**config.mk**
```make
export PLATFORM = sky130hd
export DESIGN_NAME = soc_ctl
export DESIGN_NICKNAME = d
export VERILOG_FILES = /design/src/soc_ctl_pkg.sv /design/src/csr_if.sv /design/src/reset_gen.sv /design/src/csr_bridge.sv /design/src/sysctl.sv /design/src/uart_tx.sv /design/src/soc_ctl.sv
export SDC_FILE = /design/constraint.sdc
export NUM_CORES = 1
export LEC_CHECK = 0
export BUFFER_PORTS_ARGS = -buffer_cell sky130_fd_sc_hd__buf_4
export CORE_AREA = 2 2 177 179
export DETAILED_ROUTE_END_ITERATION = 6
export DIE_AREA = 0 0 179 181
export SETUP_SLACK_MARGIN = 0.2
export SLEW_MARGIN = 20
export SYNTH_ARGS = -nofsm -noshare
export SYNTH_HDL_FRONTEND = slang
export SYNTH_SLANG_ARGS = --single-unit
```
**constraint.sdc**
```tcl
create_clock -name sys_clk -period 3.5 [get_ports sys_clk]
set_clock_uncertainty 0.2 [all_clocks]
set_input_delay 0.525 -clock sys_clk [delete_from_list [all_inputs] [get_ports sys_clk]]
set_output_delay 0.525 -clock sys_clk [all_outputs]
set_load 0.02 [all_outputs]
```
**src/soc_ctl_pkg.sv**
```systemverilog
// Bus widths, CSR bank and register indices, interrupt bit positions and shared types
package soc_ctl_pkg;

	// ------------------------------
	// Widths
	// ------------------------------
	localparam int WB_ADR_W   = 32;
	localparam int CSR_DATA_W = 32;
	localparam int CSR_ADDR_W = 14;
	localparam int CSR_BANK_W = 4;
	localparam int CSR_REG_W  = 10;
	localparam int IRQ_W      = 32;

	typedef logic [WB_ADR_W-1:0]   wb_adr_t;
	typedef logic [CSR_DATA_W-1:0] csr_data_t;
	// Bank in the upper bits, register index below
	typedef logic [CSR_ADDR_W-1:0] csr_addr_t;
	typedef logic [CSR_BANK_W-1:0] csr_bank_t;
	typedef logic [CSR_REG_W-1:0]  csr_reg_t;
	typedef logic [IRQ_W-1:0]      irq_vec_t;

	// ------------------------------
	// Bank numbers
	// ------------------------------
	localparam csr_bank_t CSR_BANK_UART   = 4'd0;
	localparam csr_bank_t CSR_BANK_SYSCTL = 4'd1;

	// System controller registers
	localparam csr_reg_t REG_GPIO_IN       = 10'd0;
	localparam csr_reg_t REG_GPIO_OUT      = 10'd1;
	localparam csr_reg_t REG_GPIO_IRQ_EN   = 10'd2;
	localparam csr_reg_t REG_TIMER_CTRL    = 10'd3;
	localparam csr_reg_t REG_TIMER_COMPARE = 10'd4;
	localparam csr_reg_t REG_TIMER_COUNTER = 10'd5;
	localparam csr_reg_t REG_SYSTEM_ID     = 10'd6;
	localparam csr_reg_t REG_HARD_RESET    = 10'd7;

	// UART registers
	localparam csr_reg_t REG_UART_RXTX    = 10'd0;
	localparam csr_reg_t REG_UART_DIVISOR = 10'd1;

	// CPU interrupt lines, bits 2 and 3 unused
	localparam int IRQ_GPIO    = 0;
	localparam int IRQ_TIMER0  = 1;
	localparam int IRQ_UARTTX  = 4;

endpackage

```
**src/csr_if.sv**
```systemverilog
// CSR bus interface with bridge and peripheral modports
`timescale 1ns/1ps

interface csr_if;
	import soc_ctl_pkg::*;

	// Word address, bank in the top bits
	csr_addr_t csr_a;
	// One-cycle write strobe
	logic      csr_we;
	// Write data from the bridge
	csr_data_t csr_dw;
	// Registered read data, zero when not addressed
	csr_data_t csr_dr;

	// Master side
	modport bridge (
		output csr_a,
		output csr_we,
		output csr_dw,
		input  csr_dr
	);

	// Bank side
	modport periph (
		input  csr_a,
		input  csr_we,
		input  csr_dw,
		output csr_dr
	);

endinterface

```
**src/reset_gen.sv**
```systemverilog
// Reset request capture, system reset stretcher and flash reset release counter
`timescale 1ns/1ps

module reset_gen #(
	parameter int DEBOUNCE_CYCLES  = 64,
	// Must stay below DEBOUNCE_CYCLES
	parameter int FLASH_RST_CYCLES = 32,
	parameter int NINPUTS          = 3
) (
	input  logic               sys_clk,
	input  logic               trigger_reset,
	input  logic               hard_reset_i,
	input  logic [NINPUTS-1:0] btn_i,
	output logic               sys_rst_o,
	output logic               flash_rst_n_o
);

	localparam int RST_CNT_W   = $clog2(DEBOUNCE_CYCLES + 1);
	localparam int FLASH_CNT_W = $clog2(FLASH_RST_CYCLES + 1);
	localparam logic [RST_CNT_W-1:0]   RST_RELOAD = RST_CNT_W'(DEBOUNCE_CYCLES);
	localparam logic [FLASH_CNT_W-1:0] FLASH_LAST = FLASH_CNT_W'(FLASH_RST_CYCLES - 1);

	logic                   req_now;
	logic                   req_q;
	logic [RST_CNT_W-1:0]   rst_cnt;
	logic [FLASH_CNT_W-1:0] flash_cnt;
	logic                   sys_rst_q;
	logic                   flash_rst_n_q;

	// Pin, software or all buttons together
	assign req_now = trigger_reset | hard_reset_i | (&btn_i);

	always_ff @(posedge sys_clk) begin
		req_q <= req_now;
	end

	// ------------------------------
	// System reset stretch
	// ------------------------------
	always_ff @(posedge sys_clk) begin
		if (req_q)
			rst_cnt <= RST_RELOAD;
		else if (rst_cnt != '0)
			rst_cnt <= rst_cnt - 1'b1;
	end

	// Raw request covers the gap before the counter reloads
	always_ff @(posedge sys_clk) begin
		sys_rst_q <= req_now | req_q | (rst_cnt != '0);
	end

	// ------------------------------
	// Boot flash released first
	// ------------------------------
	// Saturates one short of the count
	always_ff @(posedge sys_clk) begin
		if (req_q)
			flash_cnt <= '0;
		else if (flash_cnt != FLASH_LAST)
			flash_cnt <= flash_cnt + 1'b1;
	end

	always_ff @(posedge sys_clk) begin
		flash_rst_n_q <= ~req_now & ~req_q & (flash_cnt == FLASH_LAST);
	end

	assign sys_rst_o     = sys_rst_q;
	assign flash_rst_n_o = flash_rst_n_q;

endmodule

```
**src/csr_bridge.sv**
```systemverilog
// Wishbone slave to CSR master sequencer with read-data combining
`timescale 1ns/1ps

module csr_bridge (
	input  logic                   sys_clk,
	input  logic                   sys_rst_i,
	input  soc_ctl_pkg::wb_adr_t   wb_adr_i,
	input  soc_ctl_pkg::csr_data_t wb_dat_i,
	output soc_ctl_pkg::csr_data_t wb_dat_o,
	input  logic                   wb_cyc_i,
	input  logic                   wb_stb_i,
	input  logic                   wb_we_i,
	output logic                   wb_ack_o,
	csr_if.bridge                  csr_uart,
	csr_if.bridge                  csr_sysctl
);
	import soc_ctl_pkg::*;

	typedef enum logic [1:0] {IDLE, ADDR, WAIT, ACK} brg_state_t;

	brg_state_t state;
	csr_addr_t  csr_a_q;
	logic       csr_we_q;
	csr_data_t  csr_dw_q;
	csr_data_t  csr_dr_all;

	// Banks decode themselves so one bus feeds both
	assign csr_uart.csr_a    = csr_a_q;
	assign csr_uart.csr_we   = csr_we_q;
	assign csr_uart.csr_dw   = csr_dw_q;
	assign csr_sysctl.csr_a  = csr_a_q;
	assign csr_sysctl.csr_we = csr_we_q;
	assign csr_sysctl.csr_dw = csr_dw_q;

	// Unselected banks return zero
	assign csr_dr_all = csr_uart.csr_dr | csr_sysctl.csr_dr;

	// ------------------------------
	// Access sequencer
	// ------------------------------
	always_ff @(posedge sys_clk) begin
		if (sys_rst_i) begin
			state    <= IDLE;
			csr_we_q <= 1'b0;
			wb_ack_o <= 1'b0;
		end else begin
			wb_ack_o <= 1'b0;
			csr_we_q <= 1'b0;
			case (state)
				// Skip the cycle where ack is still out
				IDLE: begin
					if (wb_cyc_i && wb_stb_i && !wb_ack_o)
						state <= ADDR;
				end
				// Address and write strobe go out
				ADDR: begin
					csr_we_q <= wb_we_i;
					state    <= WAIT;
				end
				// Banks register read data
				WAIT: begin
					state <= ACK;
				end
				ACK: begin
					wb_ack_o <= 1'b1;
					state    <= IDLE;
				end
				default: begin
					state <= IDLE;
				end
			endcase
		end
	end

	// Address and data path
	always_ff @(posedge sys_clk) begin
		if (state == ADDR) begin
			// Word address from byte address
			csr_a_q  <= wb_adr_i[CSR_ADDR_W+1:2];
			csr_dw_q <= wb_dat_i;
		end
		if (state == ACK)
			wb_dat_o <= csr_dr_all;
	end

endmodule

```
**src/sysctl.sv**
```systemverilog
// System controller CSR bank with GPIO, timer, system ID and hard reset
`timescale 1ns/1ps

module sysctl #(
	parameter soc_ctl_pkg::csr_bank_t csr_addr  = 4'h1,
	parameter int                     NINPUTS   = 3,
	parameter int                     NOUTPUTS  = 2,
	parameter soc_ctl_pkg::csr_data_t SYSTEM_ID = 32'h4D4F4E45
) (
	input  logic                sys_clk,
	input  logic                sys_rst_i,
	csr_if.periph               csr,
	input  logic [NINPUTS-1:0]  gpio_i,
	output logic [NOUTPUTS-1:0] gpio_o,
	output logic                gpio_irq_o,
	output logic                timer0_irq_o,
	output logic                hard_reset_o
);
	import soc_ctl_pkg::*;

	logic                sel;
	logic                wr;
	csr_reg_t            reg_idx;
	logic [NINPUTS-1:0]  gpio_s1;
	logic [NINPUTS-1:0]  gpio_s2;
	logic [NINPUTS-1:0]  gpio_prev;
	logic [NINPUTS-1:0]  irq_en;
	logic [NOUTPUTS-1:0] gpio_out;
	logic                timer_en;
	logic                timer_ar;
	csr_data_t           timer_cmp;
	csr_data_t           timer_cnt;
	logic                timer_hit;

	// Bank decode
	assign sel       = csr.csr_a[CSR_ADDR_W-1:CSR_REG_W] == csr_addr;
	assign reg_idx   = csr.csr_a[CSR_REG_W-1:0];
	assign wr        = sel & csr.csr_we;
	assign timer_hit = timer_en & (timer_cnt == timer_cmp);
	assign gpio_o    = gpio_out;

	// ------------------------------
	// Button synchronizer
	// ------------------------------
	always_ff @(posedge sys_clk) begin
		gpio_s1   <= gpio_i;
		gpio_s2   <= gpio_s1;
		// Previous level for change detect
		gpio_prev <= gpio_s2;
	end

	// ------------------------------
	// Registers, timer and irqs
	// ------------------------------
	always_ff @(posedge sys_clk) begin
		if (sys_rst_i) begin
			gpio_out     <= '0;
			irq_en       <= '0;
			timer_en     <= 1'b0;
			timer_ar     <= 1'b0;
			timer_cmp    <= '0;
			timer_cnt    <= '0;
			gpio_irq_o   <= 1'b0;
			timer0_irq_o <= 1'b0;
			hard_reset_o <= 1'b0;
		end else begin
			gpio_irq_o   <= |((gpio_s2 ^ gpio_prev) & irq_en);
			timer0_irq_o <= timer_hit;
			// Any write to the register asks for reset
			hard_reset_o <= wr & (reg_idx == REG_HARD_RESET);

			// Match wraps to zero, one-shot unless autorestart
			if (timer_hit) begin
				timer_cnt <= '0;
				timer_en  <= timer_ar;
			end else if (timer_en) begin
				timer_cnt <= timer_cnt + 1'b1;
			end

			// Bus writes win over the timer
			if (wr) begin
				case (reg_idx)
					REG_GPIO_OUT:      gpio_out  <= csr.csr_dw[NOUTPUTS-1:0];
					REG_GPIO_IRQ_EN:   irq_en    <= csr.csr_dw[NINPUTS-1:0];
					REG_TIMER_CTRL: begin
						timer_en <= csr.csr_dw[0];
						timer_ar <= csr.csr_dw[1];
					end
					REG_TIMER_COMPARE: timer_cmp <= csr.csr_dw;
					REG_TIMER_COUNTER: timer_cnt <= csr.csr_dw;
					default: begin
					end
				endcase
			end
		end
	end

	// ------------------------------
	// Read mux
	// ------------------------------
	always_ff @(posedge sys_clk) begin
		if (!sel) begin
			csr.csr_dr <= '0;
		end else begin
			case (reg_idx)
				REG_GPIO_IN:       csr.csr_dr <= csr_data_t'(gpio_s2);
				REG_GPIO_OUT:      csr.csr_dr <= csr_data_t'(gpio_out);
				REG_GPIO_IRQ_EN:   csr.csr_dr <= csr_data_t'(irq_en);
				REG_TIMER_CTRL:    csr.csr_dr <= csr_data_t'({timer_ar, timer_en});
				REG_TIMER_COMPARE: csr.csr_dr <= timer_cmp;
				REG_TIMER_COUNTER: csr.csr_dr <= timer_cnt;
				REG_SYSTEM_ID:     csr.csr_dr <= SYSTEM_ID;
				// Hard reset and holes read zero
				default:           csr.csr_dr <= '0;
			endcase
		end
	end

endmodule

```
**src/uart_tx.sv**
```systemverilog
// UART transmitter CSR bank with divisor register and done interrupt
`timescale 1ns/1ps

module uart_tx #(
	parameter soc_ctl_pkg::csr_bank_t csr_addr = 4'h0,
	parameter int                     CLK_FREQ = 50000000,
	parameter int                     BAUD     = 3125000
) (
	input  logic  sys_clk,
	input  logic  sys_rst_i,
	csr_if.periph csr,
	output logic  tx_irq_o,
	output logic  uart_tx_o
);
	import soc_ctl_pkg::*;

	typedef enum logic [1:0] {IDLE, START, DATA, STOP} tx_state_t;

	// Cycles per bit after reset
	localparam logic [15:0] DIV_DEFAULT = 16'(CLK_FREQ / BAUD);

	tx_state_t   state;
	logic        sel;
	logic        wr;
	csr_reg_t    reg_idx;
	logic        busy;
	logic        bit_end;
	logic [15:0] divisor;
	logic [15:0] bit_cnt;
	logic [2:0]  bit_idx;
	logic [7:0]  shift;
	logic        tx_q;

	assign sel       = csr.csr_a[CSR_ADDR_W-1:CSR_REG_W] == csr_addr;
	assign reg_idx   = csr.csr_a[CSR_REG_W-1:0];
	assign wr        = sel & csr.csr_we;
	assign busy      = state != IDLE;
	assign bit_end   = bit_cnt == divisor - 1'b1;
	assign uart_tx_o = tx_q;

	// ------------------------------
	// Transmit FSM
	// ------------------------------
	always_ff @(posedge sys_clk) begin
		if (sys_rst_i) begin
			state    <= IDLE;
			divisor  <= DIV_DEFAULT;
			bit_cnt  <= '0;
			bit_idx  <= '0;
			tx_q     <= 1'b1;
			tx_irq_o <= 1'b0;
		end else begin
			tx_irq_o <= 1'b0;
			if (wr && reg_idx == REG_UART_DIVISOR)
				divisor <= csr.csr_dw[15:0];
			// Bit period counter
			if (busy)
				bit_cnt <= bit_end ? '0 : bit_cnt + 1'b1;
			case (state)
				// Writes while busy fall through here unseen
				IDLE: begin
					if (wr && reg_idx == REG_UART_RXTX) begin
						shift   <= csr.csr_dw[7:0];
						bit_cnt <= '0;
						tx_q    <= 1'b0;
						state   <= START;
					end
				end
				START: begin
					if (bit_end) begin
						bit_idx <= '0;
						tx_q    <= shift[0];
						state   <= DATA;
					end
				end
				// LSB first
				DATA: begin
					if (bit_end) begin
						if (bit_idx == 3'd7) begin
							tx_q  <= 1'b1;
							state <= STOP;
						end else begin
							bit_idx <= bit_idx + 1'b1;
							tx_q    <= shift[1];
							shift   <= shift >> 1;
						end
					end
				end
				STOP: begin
					if (bit_end) begin
						tx_irq_o <= 1'b1;
						state    <= IDLE;
					end
				end
				default: begin
					state <= IDLE;
				end
			endcase
		end
	end

	// Busy flag or divisor readback
	always_ff @(posedge sys_clk) begin
		if (!sel)
			csr.csr_dr <= '0;
		else if (reg_idx == REG_UART_RXTX)
			csr.csr_dr <= csr_data_t'(busy);
		else if (reg_idx == REG_UART_DIVISOR)
			csr.csr_dr <= csr_data_t'(divisor);
		else
			csr.csr_dr <= '0;
	end

endmodule

```
**src/soc_ctl.sv**
```systemverilog
// System control top level with reset, CSR bridge, banks and interrupt vector
`timescale 1ns/1ps

module soc_ctl #(
	parameter int                     DEBOUNCE_CYCLES  = 64,
	parameter int                     FLASH_RST_CYCLES = 32,
	parameter int                     CLK_FREQ         = 50000000,
	parameter int                     BAUD             = 3125000,
	parameter soc_ctl_pkg::csr_data_t SYSTEM_ID        = 32'h4D4F4E45,
	parameter int                     NINPUTS          = 3,
	parameter int                     NOUTPUTS         = 2
) (
	input  logic                   sys_clk,
	input  logic                   trigger_reset,
	input  soc_ctl_pkg::wb_adr_t   wb_adr_i,
	input  soc_ctl_pkg::csr_data_t wb_dat_i,
	output soc_ctl_pkg::csr_data_t wb_dat_o,
	input  logic                   wb_cyc_i,
	input  logic                   wb_stb_i,
	input  logic                   wb_we_i,
	output logic                   wb_ack_o,
	input  logic [NINPUTS-1:0]     btn_i,
	output logic [NOUTPUTS-1:0]    led_o,
	output logic                   uart_tx_o,
	output logic                   flash_rst_n_o,
	output logic                   periph_rst_n_o,
	output soc_ctl_pkg::irq_vec_t  cpu_irq_o
);
	import soc_ctl_pkg::*;

	logic sys_rst;
	logic hard_reset;
	logic gpio_irq;
	logic timer0_irq;
	logic uarttx_irq;

	// One CSR bus copy per bank
	csr_if csr_uart ();
	csr_if csr_sysctl ();

	// ------------------------------
	// Reset and bus
	// ------------------------------
	reset_gen #(
		.DEBOUNCE_CYCLES (DEBOUNCE_CYCLES),
		.FLASH_RST_CYCLES(FLASH_RST_CYCLES),
		.NINPUTS         (NINPUTS)
	) reset_gen_i (
		.sys_clk      (sys_clk),
		.trigger_reset(trigger_reset),
		.hard_reset_i (hard_reset),
		.btn_i        (btn_i),
		.sys_rst_o    (sys_rst),
		.flash_rst_n_o(flash_rst_n_o)
	);

	assign periph_rst_n_o = ~sys_rst;

	csr_bridge csr_bridge_i (
		.sys_clk   (sys_clk),
		.sys_rst_i (sys_rst),
		.wb_adr_i  (wb_adr_i),
		.wb_dat_i  (wb_dat_i),
		.wb_dat_o  (wb_dat_o),
		.wb_cyc_i  (wb_cyc_i),
		.wb_stb_i  (wb_stb_i),
		.wb_we_i   (wb_we_i),
		.wb_ack_o  (wb_ack_o),
		.csr_uart  (csr_uart),
		.csr_sysctl(csr_sysctl)
	);

	// ------------------------------
	// CSR banks
	// ------------------------------
	sysctl #(
		.csr_addr (CSR_BANK_SYSCTL),
		.NINPUTS  (NINPUTS),
		.NOUTPUTS (NOUTPUTS),
		.SYSTEM_ID(SYSTEM_ID)
	) sysctl_i (
		.sys_clk     (sys_clk),
		.sys_rst_i   (sys_rst),
		.csr         (csr_sysctl),
		.gpio_i      (btn_i),
		.gpio_o      (led_o),
		.gpio_irq_o  (gpio_irq),
		.timer0_irq_o(timer0_irq),
		.hard_reset_o(hard_reset)
	);

	uart_tx #(
		.csr_addr(CSR_BANK_UART),
		.CLK_FREQ(CLK_FREQ),
		.BAUD    (BAUD)
	) uart_tx_i (
		.sys_clk  (sys_clk),
		.sys_rst_i(sys_rst),
		.csr      (csr_uart),
		.tx_irq_o (uarttx_irq),
		.uart_tx_o(uart_tx_o)
	);

	// Legacy bit positions kept, dropped sources stay zero
	always_comb begin
		cpu_irq_o             = '0;
		cpu_irq_o[IRQ_GPIO]   = gpio_irq;
		cpu_irq_o[IRQ_TIMER0] = timer0_irq;
		cpu_irq_o[IRQ_UARTTX] = uarttx_irq;
	end

endmodule

```
# ---- Word level (Yosys, flattened, before mapping)
# Cells that the tools add are included.
dict set report op_classes {
  n_bitwise 20
  order_cmp 0
  multipliers 0
  n_reduce_logical 28
  div_mod_pow 0
  mux 37
  eq_ne 26
  n_shift 0
  addsub 6
}
# op count
set op_table {}
lappend op_table {{32-bit case mux with 7 select lines} 1}
lappend op_table {{32-bit two-way mux} 4}
lappend op_table {{16-bit two-way mux} 4}
lappend op_table {{10-bit by 3-bit equality test with 1-bit output (second input constant)} 4}
lappend op_table {{32-bit by 1-bit adder with 32-bit output (second input constant)} 1}
lappend op_table {{32-bit equality test} 1}
lappend op_table {{32-bit bitwise OR} 1}
lappend op_table {{8-bit two-way mux} 3}
lappend op_table {{10-bit by 2-bit equality test with 1-bit output (second input constant)} 2}
lappend op_table {{16-bit by 1-bit adder with 16-bit output (second input constant)} 1}
lappend op_table {{16-bit equality test} 1}
lappend op_table {{2-bit case mux with 4 select lines} 2}
lappend op_table {{8-bit case mux with 2 select lines} 1}
lappend op_table {{16-bit by 1-bit subtractor with 16-bit output (second input constant)} 1}
lappend op_table {{2-bit two-way mux} 6}
lappend op_table {{2-bit by 1-bit != test with 1-bit output (second input constant)} 6}
lappend op_table {{1-bit two-way mux} 11}
lappend op_table {{10-bit by 1-bit equality test with 1-bit output (second input constant)} 1}
lappend op_table {{10-bit zero test} 1}
lappend op_table {{5-bit AND reduction} 2}
lappend op_table {{3-bit two-way mux} 3}
lappend op_table {{2-bit equality test (second input constant)} 4}
lappend op_table {{2-bit AND reduction} 4}
lappend op_table {{4-bit AND reduction} 2}
lappend op_table {{26 further kinds} 50}
dict set report totals {
  ff_bits 292
  mem_bits_ro 0
  elab_cells 151
  ramBits 0
  n_memories 0
  latchBits 0
  in_bits 72
  out_inout_bits 70
}

# ---- Longest topological paths before layout
# Gate-level depths: netlist (run 1).
dict set report logic_depth {
  word_depth 6
  depth_mapped 13
  depth_no_buf 10
}

# ---- Modules after synthesis
# A second synthesis (run 1) with hierarchy kept.
dict set report hier_totals {
  cells_unflattened 1281
  area_unflattened_um2 12690.9
}
# module instances seq_area_each_um2 area_each_um2 cells_per_inst
set by_module_without_submodules {}
lappend by_module_without_submodules {sysctl 1 2302.2 5118.7 583}
lappend by_module_without_submodules {uart_tx 1 1341.3 3484.6 411}
lappend by_module_without_submodules {csr_bridge 1 2422.3 3119.2 177}
lappend by_module_without_submodules {reset_gen 1 320.3 720.7 76}
lappend by_module_without_submodules {soc_ctl 1 0.0 247.7 34}

# ---- Worst setup path before layout (run 1)
# Ideal clock, no wire load.
dict set report synth_timing {
  path_type {reg-to-reg}
  start {register uart_tx_i.divisor[0]}
  end {register uart_tx_i.shift[0] (enable)}
  path_stages_with_launch 13
  setup_time_ns 0.332
  required_time_ns 2.968
  n_path_buf 2
  setup_slack_ns 0.122
  arrival_time_ns 2.846
  synth_period_minus_slack_ns 3.378
  cell_sequence {dfxtp_1 clkbuf_8 inv_1 ha_1 buf_2 nor4b_1 and2_1 a41oi_1 a22oi_1 o2111ai_2 nor2_2 mux2_2 and3_1}
}
dict set report synth_between {
  elab_chain_cells 4
}
# item line_no
set synth_rtl {}
lappend synth_rtl {{start, declared} uart_tx.sv:28} ;# logic [15:0] divisor;
lappend synth_rtl {{start signal, assigned} uart_tx.sv:55} ;# divisor <= csr.csr_dw[15:0];
lappend synth_rtl {{16-bit by 1-bit subtractor with 16-bit output} uart_tx.sv:38} ;# assign bit_end = bit_cnt == divisor - 1'b1;
lappend synth_rtl {{16-bit equality test} uart_tx.sv:38}
lappend synth_rtl {{2-bit by 1-bit != test with 1-bit output (no line)} -}
lappend synth_rtl {{5-bit AND reduction (no line)} -}
lappend synth_rtl {{end signal, assigned} uart_tx.sv:63} ;# shift <= csr.csr_dw[7:0];
lappend synth_rtl {{end signal, assigned} uart_tx.sv:85} ;# shift <= shift >> 1;
lappend synth_rtl {{end, declared} uart_tx.sv:31} ;# logic [7:0] shift;
# Every way passes these cells.
# A chain may end at the register's enable or synchronous reset.

# ---- Worst setup path in the final report (run 1)
dict set report layout_timing {
  start {register uart_tx_i.divisor[2]}
  end {register uart_tx_i.shift[7] (enable)}
}
# The elaborated chain is that of the path after synthesis.

==> impl.org, run 1 <==
** Yosys
- Of all cell types, the one taking the most synthesized area is sky130_fd_sc_hd__dfxtp_1.
- Netlist cell types :: 82
- Synthesis produced a netlist whose cell count is between 1000 and 1500.
- The synthesized netlist occupies a cell area of about 0.012 mm².
- Number of synthesized flops with an enable pin :: 86
- For this run, asynchronously set or reset flops after synthesis account for 0%.
- For this run, the leading register cell type out of synthesis is sky130_fd_sc_hd__dfxtp_1.
- During synthesis, Yosys emitted a total of 0 warnings.
- Area share of the largest cell type after synthesis :: 31.6%
- Sequential share of the synthesized area :: between 50% and 60%
- Synthesis inferred between 200 and 300 register bits.
- The average instance in the mapped netlist occupies 10.1 µm².
- Sorting the synthesized cells by area gives the leading types as sky130_fd_sc_hd__dfxtp_1 (32%), sky130_fd_sc_hd__edfxtp_1 (21%), sky130_fd_sc_hd__xnor2_1 (5.4%).

** Pwr
- Clock Power Share :: ~44%
- Highest ir drop seen on vdd :: 0.379 mV
- The internal portion of the total power is a little over 5 mW.
- Reported net switching power :: 1.44 mW
- Combinational power share :: 4.4%
- Summing internal, switching and leakage power gives between 6 and 7 mW.
- Summed over all cells, the static leakage comes to ~5.2 nW.
- Total power per unit cell area :: 457 mW/mm²
- Sequential Power Share :: about half
- Net switching is a little over a fifth of the power.

** Routing
- Per-cell via count in the routed design :: ~5
- The detail route stage leaves a number of antenna-violating nets equal to 0.
- Violation count after the first detailed-routing iteration :: between 400 and 500
- For this run, design rule violations remaining after detail routing come to 0.
- Routed Wire Length :: around 28 mm
- The final route contains 8707 vias.
- For this run, the detailed router's first-pass iteration total came to 5.
- In the final routed layout, each cell accounts on average for about 16 µm.

** Timing
- Setup violations remaining at the end of the flow were counted as 0.
- Fmax achieved :: approximately 320 MHz
- For the final routed database, the setup TNS stands at 0 ps.
- Setup repair after global routing missed its margin :: false
- Final worst path period need :: just over 3000 ps
- Worst max-slew margin expressed relative to the limit :: 30.5%
- Period Utilization, post-route :: between 80% and 90%
- The number of hold-slack violations in the final timing report came to 0.
- Transition time at the pin with the least slew margin :: roughly 1000 ps
- Number of max-slew violations in the final report :: 0

** Final layout
- Design Area, Final :: between 0.01 and 0.015 mm²
- Summing all multi-input logic gate instances after layout gives about 0.0051 mm².
- After filler insertion, the fill cell instance count of the layout stands at about 2800.
- Fraction of layout instances using a drive strength above 1 :: roughly 17%
- Register cell area after layout :: 0.00639 mm²
- Growth of design area from synthesis to finish :: 19.6%
- Nets :: 1406
- The repair_antennas step left the layout with diodes totalling 0.

** Setup path
- Cell chain of the critical path :: or3_4 > nor4_4 > xnor2_1 > a211oi_2 > o2111ai_2 > nor2_2 > mux2_2 > and3_2
- Of all nets on the critical path, the largest fanout is 10.
- On the worst path, the slowest cell contributes a delay of ~480 ps.
- Crit-path slowest cell :: sky130_fd_sc_hd__or3_4
- Endpoint class of the critical path :: flip-flop
- The number of cells on the worst reg-to-reg path is 8.
- Startpoint types :: flip-flop
- Data on the critical path arrives at its endpoint at roughly 3100 ps.
- Register-to-Register Setup Slack :: between 400 and 500 ps
- Endpoint of the lowest-slack register-to-register path :: uart_tx_i.shift[7]$_SDFFCE_PP0P_
- STA puts the critical path data required time at about 3500 ps.
- The worst register-to-register path begins at uart_tx_i.divisor[2]$_SDFFE_PP0P_.
- Worst setup path category :: flip-flop to flip-flop

** CTS
- Clock Sink Count :: between 200 and 300
- Clock-pin transition on the worst setup and hold timing paths :: around 60 ps
- H-tree levels :: 1
- For the worst-skew pair, the clock arrives at the later sink with an insertion delay of around 540 ps.
- Buffers inserted during clock tree synthesis total 29.
- CTS tree :: yes
- The longest clock path from root to sink contains 3 buffers.
- Clock tree synthesis selected as its root buffer the cell sky130_fd_sc_hd__clkbuf_16.

** Floorplan
- Total die area :: roughly 0.032 mm²
- Initial core utilization :: between 30% and 40%
- Die width :: between 150 and 200 µm
- From bottom edge to top edge, the die measures roughly 180 µm.
- For this design the top-level I/O count stands at 142.
- Floorplan core area :: slightly above 0.03 mm²
- Row cnt :: between 60 and 70

** Global routing
- Number of antenna violations at the first check in global routing :: 0
- Wire length of the first global-routing pass :: 44.2 mm
- Across every metal layer, demand over resource in global routing totals between 15 and 20%.
- Pin count of the biggest net entering global routing :: 71
- Summed over all layers, the global routing overflow is 0.
- Via count of the first global-routing pass :: between 8000 and 9000

** Place
- The count of buffers added on input and output ports is 94.
- Summing all placed instances gives a cell area of 0.0130 mm².
- Routability-driven placement finished with a final weighted congestion of roughly 0.85.
- DP HPWL :: 18.5 mm

** Worst hold path
- Worst Hold End :: csr_bridge_i.csr_sysctl.csr_we$_SDFF_PP0_
- Cells on Worst Hold Path :: 2
- The worst hold path begins at wb_we_i.
- Class of the worst hold path :: input port to flip-flop

** Run
- Across the run, the number of max-cap violations was 0.

** Status
- Status :: finished, final reports clean
==> power by group through the flow <==
stage	combinational, mW	clock, mW	sequential [mW]
2_1_floorplan	0.206	0	3.43
3_3_place_gp	0.239	0	3.45
3_5_place_dp	0.246	0	3.45
4_1_cts	0.290	2.98	3.38
5_1_grt	0.326	3.10	3.39
6_report	0.288	2.90	3.38
==> how the worst max path moves through the flow <==
stage                                                  end  cells past startpoint                               from
final                     uart_tx_i.shift[7]$_SDFFCE_PP0P_                      8  uart_tx_i.divisor[2]$_SDFFE_PP0P_
after global routing          uart_tx_i.shift[6]$_DFFE_PP_                     10  uart_tx_i.divisor[1]$_SDFFE_PP0P_
after CTS                 uart_tx_i.shift[7]$_SDFFCE_PP0P_                     10  uart_tx_i.divisor[1]$_SDFFE_PP0P_
after detailed placement  uart_tx_i.shift[7]$_SDFFCE_PP0P_                     10  uart_tx_i.divisor[1]$_SDFFE_PP0P_
after global placement        uart_tx_i.shift[5]$_DFFE_PP_                     10  uart_tx_i.divisor[1]$_SDFFE_PP0P_
after floorplan               uart_tx_i.shift[0]$_DFFE_PP_                      9  uart_tx_i.divisor[5]$_SDFFE_PP0P_
==> Yosys cell counts (20+ instances only) <==
cell type                  instances
sky130_fd_sc_hd__a21oi_1          66
sky130_fd_sc_hd__a22oi_1          33
sky130_fd_sc_hd__clkbuf_1         55
sky130_fd_sc_hd__and3_1           20
sky130_fd_sc_hd__nor2_1          110
sky130_fd_sc_hd__nand2_1         144
sky130_fd_sc_hd__nand2b_1         20
sky130_fd_sc_hd__xnor2_1          74
sky130_fd_sc_hd__mux2i_1          29
sky130_fd_sc_hd__edfxtp_1         86
sky130_fd_sc_hd__inv_1            21
sky130_fd_sc_hd__buf_4            32
sky130_fd_sc_hd__dfxtp_1         190
sky130_fd_sc_hd__nand3_1          27
sky130_fd_sc_hd__nor3_1           31
==> through the flow <==
| stage | hold slack (ps) | cells | util (%) | worst slack [ps] |
|---|---|---|---|---|
| finish | 48.5 | 1736 | 47.4 | 418 |
| global route | 32.5 | 1736 | 47.4 | 230 |
| CTS | 23.2 | 1736 | 47.4 | 282 |
| detailed placement | 114 | 1633 | 42.8 | 55.9 |
| global placement | 112 | 1633 | 42.8 | 160 |
| floorplan | 110 | 1216 | - | 241 |
==> timing repair <==
item | 4_1_cts | 5_1_grt
cloned | 0 | 0
endpoints found under the setup margin | 8 | 17
resized for setup | 2 | 2
endpoints found under the hold margin | 49 | 0
buffers inserted | 0 | 0
hold buffers | 49 | 0
==> state kept, by name, summed over array words and instances, names as in the netlist, 14 cells and up <==
signal	flops
csr_bridge_i.wb_dat_o	32
uart_tx_i.bit_cnt	16
sysctl_i.timer_cnt	32
uart_tx_i.csr.csr_dr	16
csr_bridge_i.csr_sysctl.csr_dw	32
csr_bridge_i.csr_sysctl.csr_a	14
uart_tx_i.divisor	16
sysctl_i.timer_cmp	32
sysctl_i.csr.csr_dr	32
==> area by class of cell <==
cell class              count  share of cell area (%)
inverters                  21                   0.548
clock inverters            19                   0.957
flip-flops and latches    276                    44.4
repair buffers            169                    9.84
multi-input cells         820                    35.5
clock buffers              35                    5.34
well taps                 396                    3.44
==> critical path: cells and delay by family, from the launching register on <==
family	cells	cell delay, ps
and+or+nand+nor	4	1250
AOI/OAI and AO/OA	2	620
DFF	1	430
muxes	1	150
xor gates and xnor gates	1	120
==> metal layers <==
layer	wire length [µm]	up-vias	global-route usage (%)
met2	12800	167	28.2
met5	0	-	0
met4	537	0	3.84
met1	13300	4161	23.6
li1	-	4341	-
met3	1030	38	2.36
==> placed cells by master (no fill, tap or decap), types with 7 or more instances in the layout <==
cell type and instances:
sky130_fd_sc_hd__nor4_1 13, sky130_fd_sc_hd__xor2_1 18, sky130_fd_sc_hd__clkbuf_16 29, sky130_fd_sc_hd__nand3_1 27, sky130_fd_sc_hd__nor3_1 31, sky130_fd_sc_hd__nor2_1 110
sky130_fd_sc_hd__edfxtp_1 86, sky130_fd_sc_hd__or2_2 19, sky130_fd_sc_hd__mux2_2 10, sky130_fd_sc_hd__ha_1 14, sky130_fd_sc_hd__inv_1 21, sky130_fd_sc_hd__dfxtp_1 188
sky130_fd_sc_hd__a21oi_1 65, sky130_fd_sc_hd__mux2i_1 29, sky130_fd_sc_hd__and3_1 19, sky130_fd_sc_hd__nand4_1 16, sky130_fd_sc_hd__nand2b_1 20, sky130_fd_sc_hd__o21ai_0 10
sky130_fd_sc_hd__dlygate4sd3_1 49, sky130_fd_sc_hd__a22oi_1 33, sky130_fd_sc_hd__o21ai_1 8, sky130_fd_sc_hd__nand2_1 144, sky130_fd_sc_hd__a21o_1 7, sky130_fd_sc_hd__clkinv_2 7
sky130_fd_sc_hd__a211oi_1 19, sky130_fd_sc_hd__buf_4 118, sky130_fd_sc_hd__conb_1 29, sky130_fd_sc_hd__and2_1 18, sky130_fd_sc_hd__xnor2_1 74
==> cell families (layout without fill, tap and decap cells) <==
family	after synthesis	count (layout)	synth area share [%]
buffers and inverters	120	244	5.72
other	1	29	0.0312
muxes	39	39	3.35
adders and majority gates	17	17	1.77
and+or+nand+nor	461	461	19.2
DFF	276	276	53.1
AOI/OAI and AO/OA	182	182	10.2
xor gates and xnor gates	92	92	6.70
Note: power is estimated with default switching activity, not from simulation.
==> run 2: changes to the inputs <==
CORE_AREA = 2 2 159 199   (was 2 2 177 179)
DIE_AREA = 0 0 161 201   (was 0 0 179 181)
==> impl.org, run 2 (synthesis gave the netlist of run 1 again) <==
** Status
- The run finished with clean final reports.

** Timing
- Setup repair after global routing left no endpoint under its margin.
- Worst max-slew margin expressed relative to the limit :: around 43%
- Adding up every negative setup slack in the final design gives 0 ps.
- Final hold violation count :: 0
- Number of max-slew violations in the final report :: 0
- Final worst path period need :: a little over 3000 ps
- Final Setup Violations :: 0
- For this run, the top clock speed supported by timing is 323 MHz.
- Transition time at the pin with the least slew margin :: 858 ps
- The final critical path takes up approximately nine tenths of the cycle.

** Routing
- Router iterations before antenna repair :: 4
- Violation count after the first detailed-routing iteration :: about 510
- After detailed routing, the average wire length per cell comes to ~15 µm.
- Per-cell via count in the routed design :: a little under 5
- Routed Wire Length :: 27.1 mm
- Total number of vias :: between 8000 and 9000
- Number of nets with antenna violations after detailed routing :: 0
- In the routed design, unresolved DRC markers number 0.

** Final layout
- In the final layout, the share of cells above drive strength 1 is about 18%.
- Most common cell after layout, fill and taps aside :: sky130_fd_sc_hd__dfxtp_1
- Nets :: 1417
- From synthesis to final layout, the design area changed by 21.4%.
- Leaving out fill and tap cells, the most frequent cells in the layout are sky130_fd_sc_hd__dfxtp_1 (189), sky130_fd_sc_hd__nand2_1 (144), sky130_fd_sc_hd__buf_4 (130), sky130_fd_sc_hd__nor2_1 (110), sky130_fd_sc_hd__edfxtp_1 (86).
- Antenna diode count :: 0

** Setup path
- Startpoint types :: flip-flop
- Worst Path Max Fanout :: 8
- Signal arrival time at the worst endpoint :: between 3000 and 4000 ps
- The setup check on the worst reg-to-reg path leaves a slack of around 400 ps.
- Endpoint class of the critical path :: flip-flop
- Data on the critical path is required at its endpoint by 3520 ps.
- Worst setup path category :: flip-flop to flip-flop

** CTS
- Worst skew pair latency :: approximately 530 ps
- In this run, CTS created clock tree buffers numbering 28.
- Clock Root Buffer :: sky130_fd_sc_hd__clkbuf_16
- TritonCTS built the clock tree.
- Counting every sink on the clock net gives around 280.
- In this run the number of H-tree levels came out at 1.
- Post-CTS setup repair buffer count :: 0
- No sink is reached through more buffers than the 3 on the longest clock path.
- Clock-pin transition on the worst setup and hold timing paths :: ~60 ps

** Run
- The tool flagged a number of max-cap violations equal to 0.

** Place
- DP HPWL :: roughly 19 mm
- The congestion estimate from routability-driven global placement came to between 0.8 and 0.9.
- Input and output buffers added on the ports amount to 94.

** Floorplan
- Row cnt :: slightly above 70
- The die is between 150 and 200 µm wide.
- Floorplan core area :: 0.0306 mm²
- around 140 I/O pins were placed.
- The die is approximately 200 µm tall.
- Total die area :: approximately 0.032 mm²
- Initial core utilization :: approximately 40%

** Pwr
- After layout, the design draws a total of 6.88 mW.
- For this design the static power due to leakage is approximately 5.3 nW.
- Highest ir drop seen on vdd :: roughly 0.33 mV
- Total power per unit cell area :: about 470 mW/mm²

** Worst hold path
- The path class of the tightest hold or removal check is input port to flip-flop.

** Global routing
- The first global-routing pass estimated between 40 and 50 mm of wire.
- In the global route stage, overall resource usage came out at about 17%.
- Layer with the highest usage after global routing :: met2
- The initial antenna violation count came to 0.
- The number of global-route vias before repair came to 8322.
- Global routing usage on met1 :: a little over a fifth
- For this run the aggregate overflow at the end of global routing stands at 0.
- Met2 demand-to-capacity share in global routing :: between 20% and 30%
- In the global route stage, met3 resource usage came out at approximately 2.5%.
- Pin count of the biggest net entering global routing :: about 70
## run 2: cell count changes in the layout (fill, tap and decap cells not counted)
cell | previous run | this run
sky130_fd_sc_hd__buf_4 | 118 | 130
sky130_fd_sc_hd__bufinv_16 | 1 | 5
sky130_fd_sc_hd__clkinv_2 | 7 | 3
sky130_fd_sc_hd__clkbuf_1 | 4 | 7
sky130_fd_sc_hd__clkinv_1 | 4 | 1
sky130_fd_sc_hd__clkinv_4 | 3 | 1
sky130_fd_sc_hd__clkbuf_16 | 29 | 30
sky130_fd_sc_hd__clkbuf_8 | 2 | 3
sky130_fd_sc_hd__clkinvlp_4 | 3 | 2
sky130_fd_sc_hd__dfxtp_1 | 188 | 189
sky130_fd_sc_hd__dfxtp_2 | 2 | 1
sky130_fd_sc_hd__inv_6 | 1 | 0
sky130_fd_sc_hd__nor4_1 | 13 | 12
sky130_fd_sc_hd__nor4_2 | 3 | 4
## run 2: stage by stage
| step | hold WS [ps] | instance area (µm²) | instances | worst slack [ps] | util [%] |
|---|---|---|---|---|---|
| CTS | 65.7 | 14600 | 1757 | 238 | 47.6 |
| global placement | 114 | 13100 | 1656 | 178 | 42.7 |
| global route | 75.7 | 14600 | 1757 | 220 | 47.7 |
| finish | 88.8 | 14600 | 1757 | 400 | 47.7 |
| floorplan | 110 | 12100 | 1216 | 241 | - |
| detailed placement | 112 | 13100 | 1656 | 157 | 42.7 |
## run 2: critical path, cell delays in order, from the launching register on
cell and delay, ps:
sky130_fd_sc_hd__dfxtp_1 360, sky130_fd_sc_hd__or4_4 550, sky130_fd_sc_hd__nor3_1 360, sky130_fd_sc_hd__a32oi_1 170, sky130_fd_sc_hd__a22oi_1 320, sky130_fd_sc_hd__o2111ai_2 230, sky130_fd_sc_hd__nor2_2 170, sky130_fd_sc_hd__mux2_2 150
sky130_fd_sc_hd__and3_2 300
## run 2: final timing paths
kind                                                   startpoint  depth (start not counted)                           end
worst min register to register        sysctl_i.gpio_s1[1]$_DFF_P_                          0   sysctl_i.gpio_s2[1]$_DFF_P_
worst max register to register  uart_tx_i.divisor[7]$_SDFFE_PP0P_                          8  uart_tx_i.shift[1]$_DFFE_PP_
worst min-delay path                                trigger_reset                          2     reset_gen_i.req_q$_DFF_P_
worst max-delay path            uart_tx_i.divisor[7]$_SDFFE_PP0P_                          8  uart_tx_i.shift[1]$_DFFE_PP_
## run 2: cell type report
class                   instances  area (µm²)
clock inverters                12         193
inverters                      21        78.8
repair buffers                181        1510
fillers                      2922       16000
flip-flops and latches        276        6390
multi-input cells             820        5110
clock buffers                  40         818
well taps                     407         509
## run 2: metal layers
metal | share of wire, % | wire length, µm
met4 | 2.9 | 800
met3 | 4.3 | 1180
met1 | 44 | 12000
met5 | 0 | 0
met2 | 49 | 13200
## run 2: power by group
part / leakage, nW / internal (mW) / switching, mW
Clock: 0.488 / 1.99 / 1.22
Sequential: 2.31 / 3.34 / 0.0450
Combinational: 2.49 / 0.152 / 0.134
Total: 5.29 / 5.48 / 1.40
## run 2: timing repair
action,in CTS,in global routing
hold endpoints to repair,49,0
setup endpoints to repair,8,8
hold buffers,49,0
gates resized for setup,1,3
==> run 3: changes to the inputs <==
ABC_AREA = 1   (was unset)
CELL_PAD_IN_SITES_DETAIL_PLACEMENT = 1   (was unset)
CELL_PAD_IN_SITES_GLOBAL_PLACEMENT = 1   (was unset)
CORE_AREA = 2 2 159 200   (was 2 2 159 199)
DIE_AREA = 0 0 161 202   (was 0 0 161 201)
PLACE_DENSITY_LB_ADDON = 0.1   (was unset)
==> impl.org, run 3 <==
** Floorplan
- Die width :: between 150 and 200 µm
- Row cnt :: between 70 and 80
- Pin placement for this block handled 142 I/O pins.
- For this configuration, the core starts out at a cell density of about two fifths.
- The floorplan step set the die height to 202 µm.
- Total die area :: approximately 0.033 mm²
- The core region is just over 0.03 mm².

** Yosys
- Area share of the largest cell type after synthesis :: around 31%
- Sequential share of the synthesized area :: between 50% and 60%
- By instance count, the leading cell after synthesis is sky130_fd_sc_hd__nand2_1.
- Cell type with the highest aggregate area in the netlist :: sky130_fd_sc_hd__dfxtp_1
- Proportion of register bits with asynchronous set or reset after synthesis :: 0%
- After synthesis, the netlist uses 47 different library cells.
- Top post-synthesis cells by count :: sky130_fd_sc_hd__nand2_1 (284), sky130_fd_sc_hd__dfxtp_1 (190), sky130_fd_sc_hd__nor2_1 (190)
- Register bit total from synthesis :: around 280
- Netlist area before placement :: between 0.01 and 0.015 mm²
- Dominant register cell in the synthesized netlist :: sky130_fd_sc_hd__dfxtp_1
- During synthesis, Yosys emitted a total of 0 warnings.
- Number of cells produced by synthesis :: around 1400
- In this run, synthesis inferred 86 flip-flops with an integrated enable.
- A synthesized cell averages 8.40 µm².
- In the post-synthesis netlist, the biggest area contributors are sky130_fd_sc_hd__dfxtp_1 (31%), sky130_fd_sc_hd__edfxtp_1 (21%), sky130_fd_sc_hd__nand2_1 (8.8%).

** CTS
- Post-CTS setup repair buffer count :: 0
- Clock latency on the worst-skew pair, taken at its later pin, is 560 ps.
- TritonCTS built the clock tree.
- Clock Root Buffer :: sky130_fd_sc_hd__clkbuf_16
- H-tree levels :: 1
- Largest buffer count on any clock path :: 3
- After clock tree synthesis, the clock-pin slew on the worst setup and hold paths is around 60 ps.
- TritonCTS buffer count :: 28
- Clock Sink Count :: 276

** Routing
- In the final routed layout, each cell accounts on average for ~17 µm.
- The pre-antenna-repair detailed-routing pass consisted of 4 iterations.
- Total number of vias :: between 10000 and 15000
- Detailed routing placed a total of around 1000 µm of wire on met3.
- Post-route DRC :: 0
- Once detail routing completed, the nets flagged for antenna violations numbered 0.
- Violation count after the first detailed-routing iteration :: 278
- Amount of wire on met2 after detailed routing :: between 15 and 20 mm
- Routed signal wires occupy layers up through met4.
- For this block, the routed nets add up to about 34 mm of wire.
- Using the TritonRoute via totals, the vias-per-cell ratio works out to 4.99.
- M1 WL :: about 14 mm

** Timing
- Setup repair after global routing missed its margin :: false
- Final Setup Violations :: 0
- Setup Total Neg Slack :: 0 ps
- Final hold violation count :: 0
- At the pin with the least slew margin, the transition time is 1060 ps.
- The worst path meets setup with approximately 510 ps of slack.
- Number of max-slew violations in the final report :: 0
- Static timing analysis puts the maximum clock frequency at about 330 MHz.
- Worst max-slew margin expressed relative to the limit :: between 20% and 30%
- Final worst path period need :: roughly 3000 ps
- Hold WS :: between 20 and 30 ps
- Period Utilization, post-route :: between 80% and 90%

** Pwr
- Total power per unit cell area :: between 400 and 500 mW/mm²
- The analysis attributes to cell leakage a power of 5.77 nW.
- Highest ir drop seen on vdd :: 0.458 mV
- Final total power :: 6.98 mW

** Place
- The congestion estimate from routability-driven global placement came to just over 0.8.
- Worst setup timing slack at the placement stage :: between 500 and 600 ps
- Detailed placement finished with a half-perimeter wire length of ~23 mm.
- The count of buffers added on input and output ports is 94.

** Setup path
- Worst setup path category :: flip-flop to flip-flop
- For the worst setup path, the data required time is 3550 ps.
- Signal arrival time at the worst endpoint :: just over 3000 ps
- Endpoint class of the critical path :: flip-flop
- In this run the worst setup path begins at csr_bridge_i.csr_sysctl.csr_a[5]$_DFFE_PN_.
- Of all nets on the critical path, the largest fanout is 14.
- The startpoint identified for the worst register-to-register timing path is csr_bridge_i.csr_sysctl.csr_a[5]$_DFFE_PN_.
- STA classifies the critical path startpoint as a flip-flop.

** Global routing
- Wire length of the first global-routing pass :: 54.7 mm
- The initial antenna violation count is 0.
- Entering global routing, the biggest net connects between 50 and 60 pins.
- Overall Global Routing Usage :: a little over a fifth
- Remaining global-route overflow :: 0
- Via count of the first global-routing pass :: roughly 11000

** Worst hold path
- In this run the most critical hold path is launched from wb_we_i.
- In this run the worst hold path is classified as input port to flip-flop.

** Final layout
- The final layout contains between 1500 and 2000 nets.
- Antenna diode count :: 0
- Most common cell after layout, fill and taps aside :: sky130_fd_sc_hd__nand2_1
- In the final layout, the share of cells above drive strength 1 is between 10% and 20%.
- The layout has around 3600 filler cells.
- Final core utilization :: between 40% and 50%
- Commonest cells after routing, fill and taps aside :: sky130_fd_sc_hd__nand2_1 (284), sky130_fd_sc_hd__dfxtp_1 (189), sky130_fd_sc_hd__nor2_1 (188), sky130_fd_sc_hd__inv_1 (125), sky130_fd_sc_hd__buf_4 (109)
- Growth of design area from synthesis to finish :: 20.9%

** Run
- Max cap viols :: 0

** Status
- Status :: finished, final reports clean
-- run 3: cells by family after synthesis --
logic type | after synthesis | synth area share (%)
simple gates | 656 | 23.4
flops | 276 | 52.5
compound gates | 223 | 10.2
buf+inv | 211 | 7.60
xor+xnor | 63 | 4.54
fa+ha+maj | 17 | 1.75
other cells | 1 | 0.0308
-- run 3: path summary, 6_finish.rpt --
path / depth (start not counted) / slack (ps) / to
worst min register to register: 0 / 130 / sysctl_i.gpio_s2[2]$_DFF_P_
worst min-delay path: 3 / 30 / csr_bridge_i.csr_sysctl.csr_we$_SDFF_PP0_
worst max-delay path: 9 / 510 / uart_tx_i.shift[3]$_DFFE_PP_
worst max register to register: 9 / 510 / uart_tx_i.shift[3]$_DFFE_PP_
-- run 3: worst max-delay path: stages, from the launching register on --
cell and delay (ps):
sky130_fd_sc_hd__edfxtp_1 360, sky130_fd_sc_hd__nor2_1 110, sky130_fd_sc_hd__nand2_1 150, sky130_fd_sc_hd__nor4_1 330, sky130_fd_sc_hd__buf_4 210, sky130_fd_sc_hd__nand3_1 110, sky130_fd_sc_hd__nand2_1 290, sky130_fd_sc_hd__inv_1 340
sky130_fd_sc_hd__nor4_1 360, sky130_fd_sc_hd__buf_4 220
-- run 3: metal layers --
metal / vias up / global-route usage (%)
li1: 4952 / -
met1: 4916 / 23.8
met2: 126 / 41.1
met3: 48 / 2.52
met4: 0 / 5.77
met5: - / 0
-- run 3: through the flow --
step                instances  cell area (µm²)
finish                   2013            14700
global route             2013            14700
CTS                      2013            14700
detailed placement       1912            13200
global placement         1912            13200
floorplan                1475            12300
-- run 3: layout make-up --
class	instances	area [µm²]	area share, %
Multi-Input combinational cell	988	4980	33.8
Clock inverter	20	239	1.62
Sequential cell	276	6390	43.4
Clock buffer	32	790	5.37
Tap cell	407	509	3.46
Timing Repair Buffer	158	1310	8.90
Inverter	132	495	3.37
-- run 3: timing repair --
item / in CTS / in global routing
endpoints found under the hold margin: 49 / 0
gates resized for setup: 0 / 1
hold buffers: 49 / 0
setup endpoints to repair: 0 / 2
-- run 3: power breakdown --
group	switching [mW]	internal, mW	total, mW
sequential	0.0340	3.33	3.37
combinational	0.159	0.142	0.300
clock	1.32	1.99	3.31
